<file path="config.mk">
export PLATFORM = sky130hd
export DESIGN_NAME = comparator_bus_fabric
export DESIGN_NICKNAME = d
export VERILOG_FILES = /design/src/logic/comparator_bus_pkg.sv /design/src/logic/comparator_bus_fabric.sv /design/src/logic/oflow_gate.sv /design/src/logic/isr_sequencer.sv /design/src/logic/csr_arbiter.sv /design/src/logic/fprint_arbiter.sv
export SDC_FILE = /design/constraint.sdc
export NUM_CORES = 1
export LEC_CHECK = 0
export CAP_MARGIN = 15
export CELL_PAD_IN_SITES_DETAIL_PLACEMENT = 1
export CELL_PAD_IN_SITES_GLOBAL_PLACEMENT = 2
export CORE_AREA = 3 3 646 648
export CTS_CLUSTER_SIZE = 12
export DETAILED_ROUTE_END_ITERATION = 16
export DIE_AREA = 0 0 649 651
export DONT_BUFFER_PORTS = 1
export GPL_TIMING_DRIVEN = 0
export PLACE_DENSITY_LB_ADDON = 0.3
export SLEW_MARGIN = 20
export SYNTH_ARGS = -nofsm -noshare
export SYNTH_HDL_FRONTEND = slang
export SYNTH_HIERARCHICAL = 1
export SYNTH_SLANG_ARGS = --single-unit
</file>
<file path="constraint.sdc">
create_clock -name clk -period 4.76 [get_ports clk]
set_input_delay 0.238 -clock clk [delete_from_list [all_inputs] [get_ports clk]]
set_output_delay 0.238 -clock clk [all_outputs]
set_load 0.01 [all_outputs]
</file>
<file path="src/logic/comparator_bus_pkg.sv">
`default_nettype none

package comparator_bus_pkg;

	// every data word on the fingerprint, CSR and overflow buses
	localparam int data_width = 32;

	// a core or task index
	localparam int key_width = 4;

	// widest request vector the priority pick can take
	localparam int max_masters = 2 ** key_width;

	// status and exception registers visited by the interrupt service
	localparam int unsigned success_reg_offset = 'h3f0;
	localparam int unsigned fail_reg_offset = 'h3f4;
	localparam int unsigned exception_reg_offset = 'h3f8;

	// overflow writes land in a window above this base
	localparam logic [data_width-1:0] oflow_offset = 32'h0800_0000;

	// the core index sits at this bit of an overflow address
	localparam int oflow_core_shift = 20;

	// stall flag in overflow write data, just above the core index field
	localparam int oflow_stall_bit = 8;

	typedef enum logic [1:0] {
		arb_idle = 2'd0,
		arb_busy = 2'd1,
		arb_isr  = 2'd2
	} arb_state_t;

	// lowest set bit of a request vector, found is low when nothing is requested
	function automatic logic lowest_request(
		input  logic [max_masters-1:0] request,
		output logic [key_width-1:0]   index
	);
		logic found;
		found = 1'b0;
		index = '0;
		// scan downward so the lowest index is the last one kept
		for (int i = max_masters - 1; i >= 0; i--) begin
			if (request[i]) begin
				found = 1'b1;
				index = key_width'(i);
			end
		end
		return found;
	endfunction

endpackage

`default_nettype wire
</file>
<file path="src/logic/comparator_bus_fabric.sv">
`timescale 1ns/100ps
`default_nettype none

module comparator_bus_fabric import comparator_bus_pkg::*; #(
	parameter int num_masters = 16,
	parameter int address_width = 10
) (
	input  logic                                        clk,
	input  logic                                        reset,
	input  logic [num_masters-1:0]                      m_fprint_write,
	input  logic [num_masters-1:0][address_width-1:0]   m_fprint_address,
	input  logic [num_masters-1:0][data_width-1:0]      m_fprint_writedata,
	output logic [num_masters-1:0]                      m_fprint_waitrequest,
	input  logic [num_masters-1:0]                      m_csr_write,
	input  logic [num_masters-1:0]                      m_csr_read,
	input  logic [num_masters-1:0][address_width-1:0]   m_csr_address,
	input  logic [num_masters-1:0][data_width-1:0]      m_csr_writedata,
	output logic [num_masters-1:0]                      m_csr_waitrequest,
	output logic [data_width-1:0]                       m_csr_readdata,
	output logic                                        fprint_write,
	output logic [address_width-1:0]                    fprint_address,
	output logic [data_width-1:0]                       fprint_writedata,
	input  logic                                        fprint_waitrequest,
	output logic                                        csr_write,
	output logic                                        csr_read,
	output logic [address_width-1:0]                    csr_address,
	output logic [data_width-1:0]                       csr_writedata,
	input  logic [data_width-1:0]                       csr_readdata,
	input  logic                                        csr_waitrequest,
	input  logic                                        irq,
	input  logic                                        oflow_write,
	input  logic [data_width-1:0]                       oflow_address,
	input  logic [data_width-1:0]                       oflow_writedata,
	output logic                                        oflow_waitrequest,
	output logic [num_masters-1:0]                      core_enable
);

	// interrupt service port between the sequencer and the CSR arbiter
	logic                     isr_read;
	logic                     isr_write;
	logic [address_width-1:0] isr_address;
	logic [data_width-1:0]    isr_writedata;
	logic                     isr_waitrequest;
	logic [data_width-1:0]    isr_readdata;
	logic                     isr_busy;

	fprint_arbiter #(
		.num_masters   (num_masters),
		.address_width (address_width)
	) u_fprint_arbiter (
		.clk                  (clk),
		.reset                (reset),
		.m_fprint_write       (m_fprint_write),
		.m_fprint_address     (m_fprint_address),
		.m_fprint_writedata   (m_fprint_writedata),
		.m_fprint_waitrequest (m_fprint_waitrequest),
		.fprint_write         (fprint_write),
		.fprint_address       (fprint_address),
		.fprint_writedata     (fprint_writedata),
		.fprint_waitrequest   (fprint_waitrequest),
		.core_enable          (core_enable)
	);

	csr_arbiter #(
		.num_masters   (num_masters),
		.address_width (address_width)
	) u_csr_arbiter (
		.clk               (clk),
		.reset             (reset),
		.m_csr_write       (m_csr_write),
		.m_csr_read        (m_csr_read),
		.m_csr_address     (m_csr_address),
		.m_csr_writedata   (m_csr_writedata),
		.m_csr_waitrequest (m_csr_waitrequest),
		.m_csr_readdata    (m_csr_readdata),
		.isr_read          (isr_read),
		.isr_write         (isr_write),
		.isr_address       (isr_address),
		.isr_writedata     (isr_writedata),
		.isr_waitrequest   (isr_waitrequest),
		.isr_readdata      (isr_readdata),
		.csr_write         (csr_write),
		.csr_read          (csr_read),
		.csr_address       (csr_address),
		.csr_writedata     (csr_writedata),
		.csr_readdata      (csr_readdata),
		.csr_waitrequest   (csr_waitrequest),
		.irq               (irq)
	);

	isr_sequencer #(
		.address_width (address_width)
	) u_isr_sequencer (
		.clk             (clk),
		.reset           (reset),
		.irq             (irq),
		.isr_read        (isr_read),
		.isr_write       (isr_write),
		.isr_address     (isr_address),
		.isr_writedata   (isr_writedata),
		.isr_waitrequest (isr_waitrequest),
		.isr_readdata    (isr_readdata),
		.isr_busy        (isr_busy)
	);

	oflow_gate #(
		.num_masters (num_masters)
	) u_oflow_gate (
		.clk               (clk),
		.reset             (reset),
		.oflow_write       (oflow_write),
		.oflow_address     (oflow_address),
		.oflow_writedata   (oflow_writedata),
		.oflow_waitrequest (oflow_waitrequest),
		.core_enable       (core_enable)
	);

endmodule

`default_nettype wire

</file>
<file path="src/logic/oflow_gate.sv">
`timescale 1ns/100ps
`default_nettype none

module oflow_gate import comparator_bus_pkg::*; #(
	parameter int num_masters = 16
) (
	input  logic                   clk,
	input  logic                   reset,
	input  logic                   oflow_write,
	input  logic [data_width-1:0]  oflow_address,
	input  logic [data_width-1:0]  oflow_writedata,
	output logic                   oflow_waitrequest,
	output logic [num_masters-1:0] core_enable
);

	logic                  ack;
	logic [key_width-1:0]  core_index;
	logic                  stall;
	logic [data_width-1:0] expected_address;
	logic                  address_match;

	assign core_index = oflow_writedata[key_width +: key_width];
	assign stall = oflow_writedata[oflow_stall_bit];

	// each core owns one address in the overflow window
	assign expected_address = oflow_offset + (data_width'(core_index) << oflow_core_shift);
	assign address_match = (oflow_address == expected_address) &&
		(int'(core_index) < num_masters);

	always_ff @(posedge clk or posedge reset) begin
		if (reset) begin
			ack <= 1'b0;
			core_enable <= '1;
		end else begin
			// the cycle with ack high completes the write, so it is not sampled again
			ack <= oflow_write && !ack;
			if (oflow_write && !ack && address_match)
				core_enable[core_index] <= !stall;
		end
	end

	assign oflow_waitrequest = !ack;

	a_single_ack: assert property (@(posedge clk) disable iff (reset)
		!oflow_waitrequest |=> oflow_waitrequest)
		else $error("overflow waitrequest low for two cycles");

endmodule

`default_nettype wire

</file>
<file path="src/logic/isr_sequencer.sv">
`timescale 1ns/100ps
`default_nettype none

module isr_sequencer import comparator_bus_pkg::*; #(
	parameter int address_width = 10
) (
	input  logic                     clk,
	input  logic                     reset,
	input  logic                     irq,
	output logic                     isr_read,
	output logic                     isr_write,
	output logic [address_width-1:0] isr_address,
	output logic [data_width-1:0]    isr_writedata,
	input  logic                     isr_waitrequest,
	input  logic [data_width-1:0]    isr_readdata,
	output logic                     isr_busy
);

	localparam logic [1:0] step_idle = 2'd0;
	localparam logic [1:0] step_success = 2'd1;
	localparam logic [1:0] step_fail = 2'd2;
	localparam logic [1:0] step_exception = 2'd3;

	logic [1:0] step;
	logic       irq_q;

	always_ff @(posedge clk or posedge reset) begin
		if (reset) begin
			step <= step_idle;
			irq_q <= 1'b0;
		end else begin
			irq_q <= irq;
			case (step)
				step_idle: begin
					// a new rising edge only counts once the last service is over
					if (irq && !irq_q)
						step <= step_success;
				end
				step_success: if (!isr_waitrequest) step <= step_fail;
				step_fail: if (!isr_waitrequest) step <= step_exception;
				default: if (!isr_waitrequest) step <= step_idle;
			endcase
		end
	end

	always_comb begin
		isr_read = 1'b0;
		isr_write = 1'b0;
		isr_address = '0;
		case (step)
			step_success: begin
				isr_read = 1'b1;
				isr_address = address_width'(success_reg_offset);
			end
			step_fail: begin
				isr_read = 1'b1;
				isr_address = address_width'(fail_reg_offset);
			end
			step_exception: begin
				isr_write = 1'b1;
				isr_address = address_width'(exception_reg_offset);
			end
			default: begin
				isr_read = 1'b0;
				isr_write = 1'b0;
			end
		endcase
	end

	// clearing the exception register is always a write of zero
	assign isr_writedata = '0;
	assign isr_busy = (step != step_idle);

	// the service port carries a read or a write, never both
	a_read_write_exclusive: assert property (@(posedge clk) disable iff (reset)
		!(isr_read && isr_write))
		else $error("service port read and write asserted together");

	a_readdata_known: assert property (@(posedge clk) disable iff (reset)
		(isr_read && !isr_waitrequest) |-> !$isunknown(isr_readdata))
		else $error("comparator returned unknown status data");

endmodule

`default_nettype wire

</file>
<file path="src/logic/csr_arbiter.sv">
`timescale 1ns/100ps
`default_nettype none

module csr_arbiter import comparator_bus_pkg::*; #(
	parameter int num_masters = 16,
	parameter int address_width = 10
) (
	input  logic                                        clk,
	input  logic                                        reset,
	input  logic [num_masters-1:0]                      m_csr_write,
	input  logic [num_masters-1:0]                      m_csr_read,
	input  logic [num_masters-1:0][address_width-1:0]   m_csr_address,
	input  logic [num_masters-1:0][data_width-1:0]      m_csr_writedata,
	output logic [num_masters-1:0]                      m_csr_waitrequest,
	output logic [data_width-1:0]                       m_csr_readdata,
	input  logic                                        isr_read,
	input  logic                                        isr_write,
	input  logic [address_width-1:0]                    isr_address,
	input  logic [data_width-1:0]                       isr_writedata,
	output logic                                        isr_waitrequest,
	output logic [data_width-1:0]                       isr_readdata,
	output logic                                        csr_write,
	output logic                                        csr_read,
	output logic [address_width-1:0]                    csr_address,
	output logic [data_width-1:0]                       csr_writedata,
	input  logic [data_width-1:0]                       csr_readdata,
	input  logic                                        csr_waitrequest,
	input  logic                                        irq
);

	arb_state_t             state;
	logic [key_width-1:0]   grant;
	logic [max_masters-1:0] request_wide;
	logic                   request_found;
	logic [key_width-1:0]   request_index;

	always_comb begin
		request_wide = '0;
		request_wide[num_masters-1:0] = m_csr_write | m_csr_read;
		request_found = lowest_request(request_wide, request_index);
	end

	always_ff @(posedge clk or posedge reset) begin
		if (reset) begin
			state <= arb_idle;
			grant <= '0;
		end else begin
			case (state)
				arb_idle: begin
					// a pending interrupt wins over every master
					if (irq) begin
						state <= arb_isr;
					end else if (request_found) begin
						state <= arb_busy;
						grant <= request_index;
					end
				end
				arb_busy: begin
					if (!csr_waitrequest)
						state <= arb_idle;
				end
				arb_isr: begin
					// the service port keeps the bus until the comparator drops irq
					if (!irq)
						state <= arb_idle;
				end
				default: state <= arb_idle;
			endcase
		end
	end

	always_comb begin
		case (state)
			arb_busy: begin
				csr_write = m_csr_write[grant];
				csr_read = m_csr_read[grant];
				csr_address = m_csr_address[grant];
				csr_writedata = m_csr_writedata[grant];
			end
			arb_isr: begin
				csr_write = isr_write;
				csr_read = isr_read;
				csr_address = isr_address;
				csr_writedata = isr_writedata;
			end
			default: begin
				csr_write = 1'b0;
				csr_read = 1'b0;
				csr_address = '0;
				csr_writedata = '0;
			end
		endcase
	end

	always_comb begin
		m_csr_waitrequest = '1;
		if (state == arb_busy)
			m_csr_waitrequest[grant] = csr_waitrequest;
	end

	assign isr_waitrequest = (state == arb_isr) ? csr_waitrequest : 1'b1;

	// read data goes to everyone, each reader qualifies it with its own waitrequest
	assign m_csr_readdata = csr_readdata;
	assign isr_readdata = csr_readdata;

	a_isr_blocks_masters: assert property (@(posedge clk) disable iff (reset)
		(state == arb_isr) |-> &m_csr_waitrequest)
		else $error("CSR master released during interrupt service");

endmodule

`default_nettype wire

</file>
<file path="src/logic/fprint_arbiter.sv">
`timescale 1ns/100ps
`default_nettype none

module fprint_arbiter import comparator_bus_pkg::*; #(
	parameter int num_masters = 16,
	parameter int address_width = 10
) (
	input  logic                                        clk,
	input  logic                                        reset,
	input  logic [num_masters-1:0]                      m_fprint_write,
	input  logic [num_masters-1:0][address_width-1:0]   m_fprint_address,
	input  logic [num_masters-1:0][data_width-1:0]      m_fprint_writedata,
	output logic [num_masters-1:0]                      m_fprint_waitrequest,
	output logic                                        fprint_write,
	output logic [address_width-1:0]                    fprint_address,
	output logic [data_width-1:0]                       fprint_writedata,
	input  logic                                        fprint_waitrequest,
	input  logic [num_masters-1:0]                      core_enable
);

	arb_state_t             state;
	logic [key_width-1:0]   grant;
	logic [max_masters-1:0] request_wide;
	logic                   request_found;
	logic [key_width-1:0]   request_index;

	// stalled cores are masked out before the priority pick
	always_comb begin
		request_wide = '0;
		request_wide[num_masters-1:0] = m_fprint_write & core_enable;
		request_found = lowest_request(request_wide, request_index);
	end

	always_ff @(posedge clk or posedge reset) begin
		if (reset) begin
			state <= arb_idle;
			grant <= '0;
		end else begin
			case (state)
				arb_idle: begin
					if (request_found) begin
						state <= arb_busy;
						grant <= request_index;
					end
				end
				arb_busy: begin
					// the transfer completes at this edge, then one idle cycle
					if (!fprint_waitrequest)
						state <= arb_idle;
				end
				default: state <= arb_idle;
			endcase
		end
	end

	// comparator side carries the granted master, zero when nothing is granted
	always_comb begin
		if (state == arb_busy) begin
			fprint_write = m_fprint_write[grant];
			fprint_address = m_fprint_address[grant];
			fprint_writedata = m_fprint_writedata[grant];
		end else begin
			fprint_write = 1'b0;
			fprint_address = '0;
			fprint_writedata = '0;
		end
	end

	always_comb begin
		m_fprint_waitrequest = '1;
		if (state == arb_busy)
			m_fprint_waitrequest[grant] = fprint_waitrequest;
	end

	property p_grant_enabled;
		logic [num_masters-1:0] enable_at_pick;
		(state == arb_idle, enable_at_pick = core_enable) ##1 (state == arb_busy)
			|-> enable_at_pick[grant];
	endproperty

	a_grant_enabled: assert property (@(posedge clk) disable iff (reset) p_grant_enabled)
		else $error("fingerprint grant issued to disabled core %0d", grant);

	// the granted master must hold its request steady under back-pressure
	a_stable_under_wait: assert property (@(posedge clk) disable iff (reset)
		(state == arb_busy && fprint_waitrequest)
			|=> $stable({fprint_write, fprint_address, fprint_writedata}))
		else $error("fingerprint bus changed while waitrequest was high");

endmodule

`default_nettype wire

</file>
[Yosys cells after proc, flatten, opt, wreduce, memory -nomap -nowiden]
Index checks and enable logic that the tools add are counted.
Operators by class
  $add $sub $neg: 1
  order comparisons: 6
  equal/unequal tests: 16
  multiplexer cells: 111
  bitwise gates (word level): 7
  reduce and logical (&&, ||, !) cells: 18
Operator list (count)
  $bmux 32 s4: 2
  $mux 32: 4
  $mux 4: 32
  $bmux 10 s4: 2
  $or 16x16->16: 3
  $mux 1: 42
  $eq 32x32->1: 1
  $mux 16: 2
  $not 16->16: 2
  $mux 10: 3
  $pmux 10 s3: 1
  $add 28x24->29 const A: 1
  $mux 2: 10
  $pmux 10 s2: 1
  $and 16x16->16: 1
  $bwmux 16: 1
  $lt 4x5->1 const B: 3
  $bmux 1 s4: 3
  $demux 1 s4: 3
  $ge 4x1->1 const B: 3
  $ne 2x2->1 const B: 6
  $pmux 2 s3: 2
  $eq 2x1->1 const B: 3
  $eq 2x2->1 const B: 3
  other kinds (12): 25
Word-level totals
  bits in registers: 32
  input port bits: 1494
  output and inout bits: 168
  word-level logic and storage cells: 167

[Longest topological paths before layout]
  word-level depth: 20
  depth in mapped cells: 9
  gate-level depth less buffers: 6

[Modules after synthesis]
The synthesis kept the hierarchy.
Modules (own cells, without submodules)
  csr_arbiter: times used 1, cells an instance 733, area each 7126.8 um^2, seq. area each 150.1 um^2
  fprint_arbiter: times used 1, cells an instance 445, area each 5938.2 um^2, seq. area each 125.1 um^2
  oflow_gate: times used 1, cells an instance 112, area each 1171.1 um^2, seq. area each 445.4 um^2
  isr_sequencer: times used 1, cells an instance 62, area each 525.5 um^2, seq. area each 75.1 um^2

[Worst setup path after synthesis]
No wires, ideal clock.
  kind: register to output
  from: register u_csr_arbiter.state[1]
  to: output port csr_address[0]
  data arrival time: 1.763 ns
  required time: 4.522 ns
  slack: 2.759 ns
  cell stages (with the launch flop): 9
  path buffers: 2
  cells stage by stage: dfrtp_1 -> inv_1 -> ha_1 -> buf_2 -> nand2_1 -> nor2_1 -> clkbuf_1 -> a22oi_1 -> nand3_1
Between the ends
  cells in the longest elaborated chain, start to end: 2
  elaborated cells on any way between the ends: 3
  classes of those cells: eq/ne: 2; mux: 1
RTL lines
  start, declared: line csr_arbiter.sv:31  | arb_state_t state;
  start signal, assigned: line csr_arbiter.sv:45  | state <= arb_idle;
  start signal, assigned: line csr_arbiter.sv:52  | state <= arb_isr;
  start signal, assigned: line csr_arbiter.sv:54  | state <= arb_busy;
  $eq 2x2->1 / $eq 2x1->1 (equally long branches): line csr_arbiter.sv:73  | case (state)
  $pmux 10 s2 (*): line csr_arbiter.sv:73
  end, declared: line comparator_bus_fabric.sv:26  | output logic [address_width-1:0] csr_address,
Every way passes the cells marked *; elsewhere a longest branch is shown, timed or not.

[Worst setup path after layout]
  from: register u_csr_arbiter.state[1]
  to: output port csr_writedata[29]
Between the ends
  cells in the longest elaborated chain, start to end: 2
RTL lines
  $eq 2x1->1: line csr_arbiter.sv:73
  $mux 32: line csr_arbiter.sv:73
  end, declared: line comparator_bus_fabric.sv:27  | output logic [data_width-1:0] csr_writedata,
No other way between the ends.

==> impl_summary.txt <==
----------------------------------------------------
[GRT]
  GR Util All Layers ... 0.103
  Wire length of the first global-routing pass ... 266,000 µm
  Overflow left after global routing ... 0
  Maximum number of pins on one net before global-route repair ... 18
  Number of global-route vias before repair ... 15,900
  Antenna violations before repair ... 244

[Setup path]
  Register-to-Register Path Depth ... 4
  Reg-to-Reg Start ... u_fprint_arbiter/grant[1]
  Req. time, crit path ... 4.52 ns
  Sort of element at the start of the critical path ... flip-flop
  Largest fanout of any net on the critical path ... 11
  Count of buffer and inverter cells on the critical path ... 3
  Cell type group with the largest total delay on the critical path ... simple AND/OR/NAND/NOR gates
  Worst r2r dst ... u_fprint_arbiter/grant[1]
  Worst R2R Setup Slack ... 2.45 ns
  Slowest stage cell, crit path ... sky130_fd_sc_hd__clkbuf_1
  Worst path depth ... 8
  Worst Setup End Kind ... primary output
  Sequence of cells on the critical path ... inv_1 > ha_1 > buf_2 > nand2_1 > nor2_4 > clkbuf_1 > nand3_1 > nand3_1
  Critical path start-end classification ... reg -> out
  Delay contributed by the slowest stage of the critical path ... 0.78 ns
  Cell with the most instances on the worst path ... sky130_fd_sc_hd__nand3_1
  Worst path arrival time ... 4.17 ns

[Clock tree]
  Clock transition at the registers of the reported paths ... 0.06 ns
  Clock buffer count from CTS ... 5
  Worst-case clock buffer depth ... 2
  Clock Latency Late Sink ... 0.32 ns
  TritonCTS clock tree ... built
  Clock root buffer master ... sky130_fd_sc_hd__clkbuf_16
  # clock sinks ... 31
  Post-CTS Setup Bufs ... 0
  H-tree depth ... 2

[Detailed routing]
  Remaining antenna violation count after routing ... 0
  Via density per instance ... 2.24
  Detailed-route DRC error count ... 0
  Total iterations of the first detailed-routing run ... 5
  Via count of the routed design ... 15,600
  Total wire length after detailed routing ... 229,000 µm
  Average routed wire per standard cell ... 32.9 µm
  Initial drt markers ... 1,218

[Placed design]
  Placed inst area ... 22,000 µm²
  IO Port Bufs ... 0
  Placed wire-length estimate after detailed placement ... 209,000 µm
  Final Wtd Congestion ... 0.947

[Min path]
  Hold_sp ... irq
  Destination of the worst hold path ... u_csr_arbiter/state[1]
  Path class of the lowest-slack min-delay path ... in -> reg
  Hold Crit Depth ... 2

[STA]
  Setup Viol. Count Final ... 0
  Maximum operating frequency ... 227 MHz
  Slew Viols, Final ... 0
  Final hold viol count ... 0
  Part of the cycle the worst path needs ... 0.926
  Final Hold Slack ... 0.110 ns
  Slew margin rel. ... 0.252
  RSZ-0062 raised after global routing ... no
  Fin crit period ... 4.41 ns
  Worst-case clock skew ... 0.0133 ns
  Transition time at the pin with the least slew margin ... 1.11 ns

[Cells and area]
  Fraction of layout cells with a size suffix above 1 ... 0.425
  Post-route core utilization ... 0.0545
  Final design instance area without fill ... 22,500 µm²
  Area delta synth->final ... 54.8%
  NumNets Final ... 2,881

[Die]
  I/O pin count ... 1,662
  Initial standard-cell utilization of the core ... 0.0352
  Die ar. ... 422,000 µm²
  Floorplan die height ... 651 µm
  Number of rows in the core area ... 236
  Core Region ... 413,000 µm²
  Chip width ... 649 µm

[Yosys]
  Netlist area before placement ... 14,500 µm²
  Post-Syn Area per Cell ... 11.0 µm²
  Mapped Cells ... 1,320
  Count of yosys warnings during synthesis ... 6

[Power and ir drop]
  Worst ir drop on vdd ... 0.211 mV
  Static leakage ... 5.37 nW
  Total power per unit cell area ... 348 nW/µm²
  Final Total Pwr ... 7.83 mW

[Job]
  Max-cap viol count ... 0

[Run status]
  Outcome ... complete, no violations

----------------------------------------------------
state kept, by name, summed over array words and instances, names as in the netlist:
name and count:
u_isr_sequencer/step 2, u_isr_sequencer/irq_q 1, u_oflow_gate/core_enable 16, u_fprint_arbiter/grant 4, u_oflow_gate/ack 1, u_fprint_arbiter/state 1, u_csr_arbiter/state 2, u_csr_arbiter/grant 4
worst max-delay path by stage:
stage	start	slack, ns	to
detailed placement	u_csr_arbiter/grant[0]	0.56	csr_address[1]
finish	u_csr_arbiter/state[1]	0.35	csr_writedata[29]
CTS	u_csr_arbiter/grant[0]	0.17	csr_address[1]
global route	u_csr_arbiter/state[1]	0.23	csr_writedata[29]
floorplan	u_csr_arbiter/state[1]	2.76	csr_address[0]
global placement	u_fprint_arbiter/grant[2]	-0.72	fprint_writedata[20]
timing repair:
item	CTS	global route
setup endpoints to repair	0	0
hold endpoints to repair	22	0
gates resized for setup	0	0
hold buffers	3	0
report_power, final:
part	switching [mW]	internal (mW)
logic	4.75	2.34
clock network	0.161	0.261
registers	0.0279	0.297
total	4.94	2.89
cells in the final DEF (no fill, tap or decap), types with 7 or more instances in the layout:
cell and instances:
sky130_fd_sc_hd__o22ai_1 32, sky130_fd_sc_hd__mux2i_1 188, sky130_fd_sc_hd__conb_1 34, sky130_fd_sc_hd__nor2b_1 12
sky130_fd_sc_hd__buf_4 82, sky130_fd_sc_hd__buf_16 8, sky130_fd_sc_hd__clkbuf_2 20, sky130_fd_sc_hd__buf_2 69
sky130_fd_sc_hd__o22ai_2 11, sky130_fd_sc_hd__nand2b_1 47, sky130_fd_sc_hd__nand3_1 108, sky130_fd_sc_hd__dfstp_2 16
sky130_fd_sc_hd__mux4_2 305, sky130_fd_sc_hd__diode_2 117, sky130_fd_sc_hd__nand4_1 46, sky130_fd_sc_hd__ha_1 8
sky130_fd_sc_hd__nor4_2 19, sky130_fd_sc_hd__nor4_1 10, sky130_fd_sc_hd__a22oi_1 93, sky130_fd_sc_hd__buf_6 26
sky130_fd_sc_hd__inv_1 28, sky130_fd_sc_hd__nor2_1 23, sky130_fd_sc_hd__nand2_1 60, sky130_fd_sc_hd__dfrtp_1 15
sky130_fd_sc_hd__a31oi_1 7, sky130_fd_sc_hd__clkbuf_1 27
worst reg2reg max path, delay by kind of cell (launching register included):
| kind | cells | cell delay, ns |
|---|---|---|
| buffers and inverters | 3 | 1.62 |
| flip-flops | 1 | 0.32 |
| multiplexers | 1 | 0.32 |
layout make-up:
class	instances	area, µm²
multi-input cells	1067	12400
fillers	49000	390000
clock inverters	2	35.0
plain buffers	227	1460
diodes	117	293
inverters	28	105
repair buffers	19	365
well taps	5474	6850
clock buffers	6	139
flip-flops and latches	31	796
metal layers:
layer	part of all wire	global-route usage
met1	0.30	0.0930
met2	0.57	0.208
met5	0.0030	0.000113
met3	0.086	0.0352
met4	0.039	0.0356
per-stage QoR:
stage / setup slack, ns / setup TNS [ns] / std cells
floorplan: 2.76 / 0 / 1353
global placement: -0.721 / -19.27 / 6827
detailed placement: 0.555 / 0 / 6843
CTS: 0.171 / 0 / 6854
global route: 0.232 / 0 / 6935
finish: 0.353 / 0 / 6971
(Power assumes the default switching activity.)
